===== src/source/fetch_defs.svh =====
`ifndef FETCH_DEFS_SVH
`define FETCH_DEFS_SVH

// address and instruction width
`define XLEN 32

// prefetch queue depth in instructions
`define PF_ENTRY_NUM 8

// instruction ROM size in 64-bit words
`define ROM_WORDS 32

// first fetch address after reset
`define RESET_PC 32'h0000_0000

`endif


===== src/program.hex =====
// one 64-bit word per line: instruction at pc+4 (upper half), instruction at pc (lower half)
// word n holds byte addresses 8n and 8n+4
002081b3_00100093
010000ef_fe208ce3
00311663_00008067
40118233_123452b7
ffc100e7_ff1ff06f
00100093_002081b3
fe208ce3_40118233
00008067_010000ef
123452b7_00311663
ff1ff06f_ffc100e7
002081b3_00100093
00311663_40118233
fe208ce3_123452b7
00008067_ffc100e7
010000ef_002081b3
ff1ff06f_00100093
40118233_00311663
123452b7_fe208ce3
ffc100e7_00008067
00100093_010000ef
002081b3_ff1ff06f
00311663_40118233
fe208ce3_00100093
010000ef_123452b7
00008067_002081b3
ffc100e7_00311663
ff1ff06f_fe208ce3
40118233_010000ef
00100093_00008067
123452b7_ffc100e7
002081b3_ff1ff06f
00311663_00100093


===== src/source/fetch_pkg.sv =====
`include "fetch_defs.svh"

package fetch_pkg;

    // one 32-bit instruction word, seen raw or through the base formats
    typedef union packed {
        logic [31:0] raw;
        struct packed {
            logic [6:0] funct7;
            logic [4:0] rs2;
            logic [4:0] rs1;
            logic [2:0] funct3;
            logic [4:0] rd;
            logic [6:0] opcode;
        } r;
        struct packed {
            logic [11:0] imm;
            logic [4:0]  rs1;
            logic [2:0]  funct3;
            logic [4:0]  rd;
            logic [6:0]  opcode;
        } i;
        struct packed {
            logic [6:0] imm_11_5;
            logic [4:0] rs2;
            logic [4:0] rs1;
            logic [2:0] funct3;
            logic [4:0] imm_4_0;
            logic [6:0] opcode;
        } s;
        // branch offset bits are scattered across the word
        struct packed {
            logic       imm_12;
            logic [5:0] imm_10_5;
            logic [4:0] rs2;
            logic [4:0] rs1;
            logic [2:0] funct3;
            logic [3:0] imm_4_1;
            logic       imm_11;
            logic [6:0] opcode;
        } b;
        struct packed {
            logic       imm_20;
            logic [9:0] imm_10_1;
            logic       imm_11;
            logic [7:0] imm_19_12;
            logic [4:0] rd;
            logic [6:0] opcode;
        } j;
    } inst_t;

    typedef struct packed {
        inst_t             inst;
        logic [`XLEN-1:0]  pc;
    } pf_entry_t;

    typedef struct packed {
        pf_entry_t [`PF_ENTRY_NUM-1:0]        entries;
        logic [$clog2(`PF_ENTRY_NUM+1)-1:0]  count;
        logic [`XLEN-1:0]                    fetch_pc;
        logic                                pending;
        logic [`XLEN-1:0]                    pending_pc;
    } pf_queue_t;

    typedef struct packed {
        logic              valid;
        inst_t             inst;
        logic [`XLEN-1:0]  pc;
        logic [`XLEN-1:0]  npc;
    } prefetch_packet_t;

    typedef struct packed {
        logic              is_branch;
        logic              is_jal;
        logic              is_jalr;
        logic [`XLEN-1:0]  imm;
    } predecode_t;

endpackage


===== src/source/fetch_stage.sv =====
`timescale 1ns/10ps

`include "fetch_defs.svh"

module fetch_stage (
    input  logic                        clock,
    input  logic                        reset,
    input  logic                        en,
    input  logic                        mem_busy,
    input  logic                        take_branch,
    input  logic [`XLEN-1:0]            branch_target_pc,
    output fetch_pkg::prefetch_packet_t packet_out,
    output fetch_pkg::predecode_t       predecode_out
);

    logic [`XLEN-1:0] rom_addr;
    logic [63:0]      rom_data;

    instruction_rom rom (
        .addr (rom_addr),
        .data (rom_data)
    );

    prefetch_queue queue (
        .clock            (clock),
        .reset            (reset),
        .en               (en),
        .mem_busy         (mem_busy),
        .take_branch      (take_branch),
        .branch_target_pc (branch_target_pc),
        .rom_data         (rom_data),
        .rom_addr         (rom_addr),
        .packet_out       (packet_out)
    );

    // classification follows the packet leaving the queue
    predecode decoder (
        .packet (packet_out),
        .info   (predecode_out)
    );

endmodule


===== src/source/instruction_rom.sv =====
`timescale 1ns/10ps

`include "fetch_defs.svh"

module instruction_rom (
    input  logic [`XLEN-1:0] addr,
    output logic [63:0]      data
);

    // word index width, bits above it wrap around the ROM
    localparam int ROM_AW = $clog2(`ROM_WORDS);

    logic [63:0]       rom [0:`ROM_WORDS-1];
    logic [ROM_AW-1:0] word_index;

    // program image, two instructions per word, low half at the lower address
    initial begin
        $readmemh("/design/src/program.hex", rom);
    end

    // byte address to 64-bit word index
    assign word_index = addr[ROM_AW+2:3];

    assign data = rom[word_index];

endmodule


===== src/source/predecode.sv =====
`timescale 1ns/10ps

`include "fetch_defs.svh"

module predecode (
    input  fetch_pkg::prefetch_packet_t packet,
    output fetch_pkg::predecode_t       info
);

    localparam logic [6:0] OP_BRANCH = 7'b1100011;
    localparam logic [6:0] OP_JAL    = 7'b1101111;
    localparam logic [6:0] OP_JALR   = 7'b1100111;

    fetch_pkg::inst_t  inst;
    logic [6:0]        opcode;
    logic [`XLEN-1:0]  imm_i;
    logic [`XLEN-1:0]  imm_b;
    logic [`XLEN-1:0]  imm_j;

    assign inst   = packet.inst;
    assign opcode = inst.i.opcode;

    // bit 31 of the word is the sign bit in every view
    assign imm_i = {{(`XLEN-12){inst.i.imm[11]}}, inst.i.imm};

    assign imm_b = {{(`XLEN-12){inst.b.imm_12}},
                    inst.b.imm_11,
                    inst.b.imm_10_5,
                    inst.b.imm_4_1,
                    1'b0};

    assign imm_j = {{(`XLEN-20){inst.j.imm_20}},
                    inst.j.imm_19_12,
                    inst.j.imm_11,
                    inst.j.imm_10_1,
                    1'b0};

    always_comb begin
        info.is_branch = 1'b0;
        info.is_jal    = 1'b0;
        info.is_jalr   = 1'b0;
        info.imm       = imm_i;
        case (opcode)
            OP_BRANCH: begin
                info.is_branch = 1'b1;
                info.imm       = imm_b;
            end
            OP_JAL: begin
                info.is_jal = 1'b1;
                info.imm    = imm_j;
            end
            // jalr uses the plain I-type offset
            OP_JALR: begin
                info.is_jalr = 1'b1;
            end
            default: begin
                info.imm = imm_i;
            end
        endcase
    end

endmodule


===== src/source/prefetch_queue.sv =====
`timescale 1ns/10ps

`include "fetch_defs.svh"

module prefetch_queue (
    input  logic                       clock,
    input  logic                       reset,
    input  logic                       en,
    input  logic                       mem_busy,
    input  logic                       take_branch,
    input  logic [`XLEN-1:0]           branch_target_pc,
    input  logic [63:0]                rom_data,
    output logic [`XLEN-1:0]           rom_addr,
    output fetch_pkg::prefetch_packet_t packet_out
);

    localparam int CNT_W = $clog2(`PF_ENTRY_NUM + 1);
    localparam int IDX_W = $clog2(`PF_ENTRY_NUM);

    fetch_pkg::pf_queue_t q;
    fetch_pkg::pf_queue_t q_next;

    logic               deq;
    logic               fetch;
    logic [CNT_W-1:0]   count_after_deq;
    logic [IDX_W-1:0]   tail_slot;
    fetch_pkg::inst_t   fetch_inst;

    // ROM is addressed by 64-bit word
    assign rom_addr = {q.fetch_pc[`XLEN-1:3], 3'b000};

    // PC bit 2 picks the upper instruction of the word
    assign fetch_inst = q.fetch_pc[2] ? rom_data[63:32] : rom_data[31:0];

    assign deq             = en && (q.count != '0);
    assign count_after_deq = q.count - CNT_W'(deq);
    assign fetch           = !mem_busy && (count_after_deq < CNT_W'(`PF_ENTRY_NUM));
    assign tail_slot       = count_after_deq[IDX_W-1:0];

    // head entry goes straight out in the same cycle
    always_comb begin
        if (deq) begin
            packet_out.valid = 1'b1;
            packet_out.inst  = q.entries[0].inst;
            packet_out.pc    = q.entries[0].pc;
            packet_out.npc   = q.entries[0].pc + `XLEN'(4);
        end else begin
            packet_out = '0;
        end
    end

    always_comb begin
        q_next = q;

        // pop: shift everything one slot toward the head
        if (deq) begin
            for (int i = 0; i < `PF_ENTRY_NUM - 1; i++) begin
                q_next.entries[i] = q.entries[i+1];
            end
            q_next.entries[`PF_ENTRY_NUM-1] = '0;
        end
        q_next.count = count_after_deq;

        if (fetch) begin
            q_next.entries[tail_slot].inst = fetch_inst;
            q_next.entries[tail_slot].pc   = q.fetch_pc;
            q_next.count                   = count_after_deq + CNT_W'(1);

            // a fresh redirect wins over an older pending one
            if (take_branch) begin
                q_next.fetch_pc = branch_target_pc;
                q_next.pending  = 1'b0;
            end else if (q.pending) begin
                q_next.fetch_pc = q.pending_pc;
                q_next.pending  = 1'b0;
            end else begin
                q_next.fetch_pc = q.fetch_pc + `XLEN'(4);
            end
        end else if (take_branch) begin
            // no fetch this cycle, keep the target until the next one
            q_next.pending    = 1'b1;
            q_next.pending_pc = branch_target_pc;
        end
    end

    always_ff @(posedge clock) begin
        q.entries    <= q_next.entries;
        q.pending_pc <= q_next.pending_pc;
        if (reset) begin
            q.count    <= '0;
            q.fetch_pc <= `RESET_PC;
            q.pending  <= 1'b0;
        end else begin
            q.count    <= q_next.count;
            q.fetch_pc <= q_next.fetch_pc;
            q.pending  <= q_next.pending;
        end
    end

endmodule

===== config.mk =====
export PLATFORM = sky130hd
export DESIGN_NAME = fetch_stage
export DESIGN_NICKNAME = d
export VERILOG_FILES = /design/src/source/fetch_pkg.sv /design/src/source/fetch_stage.sv /design/src/source/instruction_rom.sv /design/src/source/predecode.sv /design/src/source/prefetch_queue.sv
export VERILOG_INCLUDE_DIRS = /design/src /design/src/source
export SDC_FILE = /design/constraint.sdc
export NUM_CORES = 1
export LEC_CHECK = 0
export BUFFER_PORTS_ARGS = -buffer_cell sky130_fd_sc_hd__buf_4
export CORE_UTILIZATION = 60
export DETAILED_ROUTE_END_ITERATION = 7
export PLACE_DENSITY = 0.82
export SLEW_MARGIN = 20
export SYNTH_ARGS = -nofsm -noshare
export SYNTH_HDL_FRONTEND = slang
export SYNTH_SLANG_ARGS = --single-unit

===== constraint.sdc =====
create_clock -name clock -period 5.3 [get_ports clock]
set_clock_uncertainty 0.15 [all_clocks]
set_input_delay 1.06 -clock clock [delete_from_list [all_inputs] [get_ports clock]]
set_output_delay 1.06 -clock clock [all_outputs]
set_load 0.01 [all_outputs]

==> impl_results.md, run 1 <==
* Outcome: finished clean
* Final hold vios at 0
* Initial Util at 0.6076
* DP Wirelength at 34.38 mm
* Largest net degree at the start of global routing at approximately 200
* # diodes at 0
* Area grow syn2layout at 11.83%
* Synth Flop Type: dfxtp_1
* Clock Latency Late Sink at 590 ps
* Number of global-route vias before repair at 18170
* TNS Setup at 0 ps
* Grt met2 use at 0.4125
* Gate Count Post-Synth at approximately 2900
* Post-synth EDFFs at 32
* Detailed-route via count at 19750
* Top cell type by total area after synthesis: dfxtp_1
* Seq/Total Area, Yosys at 0.4951
* First-pass GRT wire length at 90.90 mm
* # DRC at 0
* Mapped cell area at about 0.024 mm2
* PD cells at 481.7 mW/mm2
* Port Buffers at 168
* I/O pin count at 169
* Slew of the pin with the lowest slew margin at around 1100 ps
* Hold Path Depth at 2
* Total gr overflow at 0
* Max_slew headroom at 0.2932
* Die area at 0.04104 mm2
* Min-delay worst type: reg2reg
* Yosys cell types at 68
* Max clock buf depth at 3
* Worst Setup End Kind: primary output
* Inserted Clock Buffers at 55
* Setup crit start kind: register
* Setup bufs post-CTS at 0
* Reg clk slew, reported paths at about 60 ps
* Reg2Reg Depth at 6
* Pre-antenna DRT Iters at 6
* Post_cts resized at 0
* Worst Path Required at slightly above 4000 ps
* Clock Sinks at 581
* Leakage power at 10.88 nW
* Largest fanout on the critical path at 200
* Synth Warn # at 0
* Initial antenna violation count at 0
* Antenna Nets Post-Route at 0
* Commonest non-fill, non-tap cell in the layout: nand2_1
* Unrepaired setup endpoints after global routing: no
* Fin. max-slew vios at 0
* GPL Wtd Cong at approximately 0.85
* Register bit count reported by yosys at 581
* Met3 global-route usage at 0.03339
* Worst VDD drop at 435.6 uV
* Core area at 0.03973 mm2
* Detailed Route Iter0 Violations at 1823
* Detailed Route WL at 55.68 mm
* Final number of setup-violating endpoints at 0
* Std-Cell Rows at between 70 and 80
* Wirelength per Cell at 16.12 um
* Layer with the highest usage: met2
* DIE WIDTH at 202.6 um
* CTS tree: yes
* Hold Slack at 292.8 ps
* Hold_buf cts at 0
* DR vias/cell at 5.719
* Final nets at 2929
* GR Util met1 at 0.3845
* CP Class: reg2out
* Synth top area cells: dfxtp_1 (46%), nand2_1 (15%), mux2i_1 (5.8%), a21oi_1 (5.7%), mux2_2 (4.7%)
* Yosys top cell area share at 0.4552
* Root Buffer: clkbuf_16
* H-Tree Depth at 2
* Ys async rst share at 0
* Layout cells sized above 1 at 0.1325
* Synth Net Count at 2939
* Gr usage total at 0.2634
* Worst EP arrival at 3570 ps
* Fmax at between 200 and 250 MHz
* Die Y at between 200 and 250 um
* Syn Area/Cell at 8.331 um2
* Most frequent cells in the layout: nand2_1 (958), dfxtp_1 (549), a21oi_1 (277)
* Final period demand of the worst path at ~4800 ps
* Max_cap viols at 0
* Period Utilization, post-route at 0.9026
-- registers in the layout, summed over array words and instances (netlist names), named ones only --
name and count:
queue.rom_addr 29, queue.q 550
-- power by group --
part	switching, mW	total (mW)	internal [mW]
logic	2.24	3.35	1.11
clock network	1.61	3.88	2.27
registers	0.686	5.78	5.09
-- cells in the mapped netlist, types with 6 or more instances --
library cell and number:
a21oi_1 277, a22oi_1 18, a31oi_1 9, and2_1 66, and3_1 41, and4_1 8, buf_1 6, buf_2 66
buf_4 21, clkbuf_1 163, dfxtp_1 549, edfxtp_1 32, inv_1 10, mux2_2 101, mux2i_1 141, nand2_1 958
nand2b_1 7, nand3_1 18, nand4_1 16, nor2_1 59, nor3_1 12, nor4_1 6, o21ai_0 193, or3_1 16
xnor2_1 8, xor2_1 7
-- per-layer routing --
layer,wire [um],share of wire
met4,885,0.016
met3,3690,0.066
met5,0,0
met1,26140,0.47
met2,24960,0.45
-- cells by family after synthesis --
logic type	after synthesis	share of synthesized area
buf+inv	269	0.04861
simple gates	1233	0.2181
mux	243	0.1065
compound gates	553	0.1242
fa+ha+maj	4	0.002073
flops	581	0.4951
xor+xnor	15	0.005442
-- per-stage QoR --
stage / cells / util / setup slack, ps / power (mW) / area (um2)
after floorplan: 2898 / - / 417.6 / 8.251 / 24140
after global placement: 3356 / 0.6341 / 914.1 / 8.955 / 25200
after detailed placement: 3356 / 0.6341 / 890.3 / 9.133 / 25200
after CTS: 3454 / 0.6794 / 515.4 / 13.00 / 26990
after global routing: 3454 / 0.6795 / 399.5 / 13.61 / 27000
final: 3454 / 0.6795 / 516.4 / 13.00 / 27000
-- worst paths after layout --
| kind | start | end | slack [ps] |
|---|---|---|---|
| setup / recovery | queue.q[67] | packet_out[27] | 520 |
| hold / removal | queue.q[574] | queue.q[510] | 290 |
| hold reg to reg | queue.q[574] | queue.q[510] | 290 |
| setup reg to reg | queue.q[67] | queue.q[218] | 1340 |
-- area by class of cell --
class	count	area, um2
Fill cell	3018	12730
Sequential cell	581	11950
Multi-Input combinational cell	2048	11050
Clock buffer	92	1697
Timing Repair Buffer	191	1488
Tap cell	525	656.9
Clock inverter	6	101.3
Inverter	11	48.80
-- worst max-delay path, cell delays in order, from the launching register on --
cell	delay (ps)
dfxtp_1	390
o41ai_2	660
buf_4	650
buf_12	590
nor2_1	100
mux2_2	290
buf_4	140
Power figures use the tool's default switching activity.
==> inputs of run 2 (changes only) <==
--- a/config.mk
+++ b/config.mk
@@ -7,6 +7,7 @@
 export NUM_CORES = 1
 export LEC_CHECK = 0
 export BUFFER_PORTS_ARGS = -buffer_cell sky130_fd_sc_hd__buf_4
+export CORE_MARGIN = 4
 export CORE_UTILIZATION = 60
 export DETAILED_ROUTE_END_ITERATION = 7
 export PLACE_DENSITY = 0.82
==> impl_results.md, run 2 (synthesis results as in run 1) <==
* Die area at 0.04351 mm2 (was 0.04104 mm2)
* Fmax at 237.7 MHz (was 209.0 MHz)
* Initial antenna violation count at 0 (unchanged)
* Fin. max-slew vios at 0 (unchanged)
* Clock Latency Late Sink at 620 ps (was 590 ps)
* Gr usage total at 0.2409 (was 0.2634)
* Min-delay worst type: reg2reg (unchanged)
* Worst EP arrival at 3000 ps (was 3570 ps)
* DIE WIDTH at 208.6 um (was 202.6 um)
* Final period demand of the worst path at 4208 ps (was 4784 ps)
* Slew of the pin with the lowest slew margin at 1088 ps (was 1051 ps)
* GR Util met1 at 0.3610 (was 0.3845)
* Layout cells sized above 1 at 0.1368 (was 0.1325)
* Number of global-route vias before repair at 18100 (was 18170)
* Final nets at 2928 (was 2929)
* I/O pin count at 169 (unchanged)
* Post-layout util at 0.6815 (was 0.6795)
* Antenna Nets Post-Route at 0 (unchanged)
* Area grow syn2layout at 12.16% (was 11.83%)
* Inserted Clock Buffers at 55 (unchanged)
* Max reg flops at 550 (unchanged)
* Pre-antenna DRT Iters at 8 (was 6)
* H-Tree Depth at 2 (unchanged)
* Leakage power at 10.95 nW (was 10.88 nW)
* Core area at 0.03973 mm2 (unchanged)
* Max_cap viols at 0 (unchanged)
* Port Buffers at 168 (unchanged)
* CTS tree: yes (unchanged)
* Met3 global-route usage at 0.04189 (was 0.03339)
* Initial Util at 0.6076 (unchanged)
* Most frequent cells in the layout: nand2_1 (958), dfxtp_1 (549), a21oi_1 (277) (unchanged)
* Largest net degree at the start of global routing at 223 (was 201)
* Wirelength per Cell at 15.89 um (was 16.12 um)
* Largest Register: queue.q (unchanged)
* Max clock buf depth at 3 (unchanged)
* Grt met2 use at 0.3673 (was 0.4125)
* Post_cts resized at 0 (unchanged)
* Final number of setup-violating endpoints at 0 (unchanged)
* Largest fanout on the critical path at 8 (was 200)
* Crit-path slowest cell: or4_1 (was o41ai_2)
* Commonest non-fill, non-tap cell in the layout: nand2_1 (unchanged)
* # diodes at 0 (unchanged)
* Crit-path cells: and4_1 -> nand4_1 -> or4_1 -> or3_1 -> a21oi_1 -> buf_4 (was o41ai_2 -> buf_4 -> buf_12 -> nor2_1 -> mux2_2 -> buf_4)
* DR vias/cell at 5.641 (was 5.719)
* Std-Cell Rows at 73 (unchanged)
* Unrepaired setup endpoints after global routing: no (unchanged)
* Clock Sinks at 581 (unchanged)
* Setup crit start kind: register (unchanged)
* Final hold vios at 0 (unchanged)
* Total gr overflow at 0 (unchanged)
* Root Buffer: clkbuf_16 (unchanged)
* Detailed Route Iter0 Violations at 2071 (was 1823)
* Worst Path Required at 4090 ps (about the same)
* Overall Power at 13.15 mW (was 13.00 mW)
* Layer with the highest usage: met2 (unchanged)
* Period Utilization, post-route at 0.7939 (was 0.9026)
* Setup bufs post-CTS at 0 (unchanged)
* Detailed-route via count at 19500 (was 19750)
* Detailed Route WL at 54.90 mm (was 55.68 mm)
* Worst VDD drop at 369.6 uV (was 435.6 uV)
* Worst path max stage delay at 660 ps (about the same)
* Worst Setup End Kind: primary output (unchanged)
* Hold_buf cts at 0 (unchanged)
* TNS Setup at 0 ps (unchanged)
* CP Class: reg2out (unchanged)
* PD cells at 485.7 mW/mm2 (was 481.7 mW/mm2)
* Reg clk slew, reported paths at 60 ps (about the same)
* DP Wirelength at 34.26 mm (was 34.38 mm)
* Max_slew headroom at 0.2744 (was 0.2932)
* Outcome: finished clean (unchanged)
* GPL Wtd Cong at 0.9022 (was 0.8485)
* Die Y at 208.6 um (was 202.6 um)
* # DRC at 0 (unchanged)
* First-pass GRT wire length at 90.86 mm (was 90.90 mm)
## run 2: cell types whose count changed in the layout (fill, tap and decap cells not counted), sizes merged
| cell | change |
|---|---|
| clkinv | +11 |
| inv | +3 |
| buf | -1 |
| clkbuf | -13 |
| bufinv | +2 |
## run 2: final cells by class
class                   instances  area [um2]
fillers                      2993       12650
clock buffers                  79        1628
multi-input cells            2048       11050
well taps                     525       656.9
clock inverters                22       261.5
flip-flops and latches        581       11950
inverters                      11       48.80
repair buffers                190        1476
## run 2: metrics by stage
step / area [um2] / std cells / hold WS, ps / worst slack, ps
after floorplan: 24140 / 2898 / 277.4 / 417.6
after global placement: 25190 / 3355 / 286.2 / 965.3
after detailed placement: 25190 / 3355 / 289.1 / 823.5
after CTS: 27080 / 3456 / 299.2 / 1085
after global routing: 27080 / 3456 / 315.5 / 928.6
final: 27080 / 3456 / 293.9 / 1092
## run 2: worst paths after layout
kind	cells after the start	end	slack (ps)	start
worst min-delay path	2	queue.q[309]	290	queue.q[373]
worst min register to register	2	queue.q[309]	290	queue.q[373]
worst max-delay path	6	packet_out[26]	1090	queue.q[85]
worst max register to register	8	queue.q[562]	1370	queue.q[67]
## run 2: critical path, delay by kind of cell (launching register included)
family | cells | cell delay (ps)
buffers and inverters | 1 | 150
DFF | 1 | 490
and+or+nand+nor | 4 | 1550
AOI/OAI and AO/OA | 1 | 190
## run 2: power by group
part | internal (mW) | switching, mW
clock network | 2.35 | 1.69
registers | 5.09 | 0.681
logic | 1.12 | 2.23
total | 8.56 | 4.59
## run 2: routing by layer
metal | wire length [um] | part of all wire
met3 | 3610 | 0.066
met2 | 23950 | 0.44
met5 | 0 | 0
met4 | 904 | 0.016
met1 | 26440 | 0.48
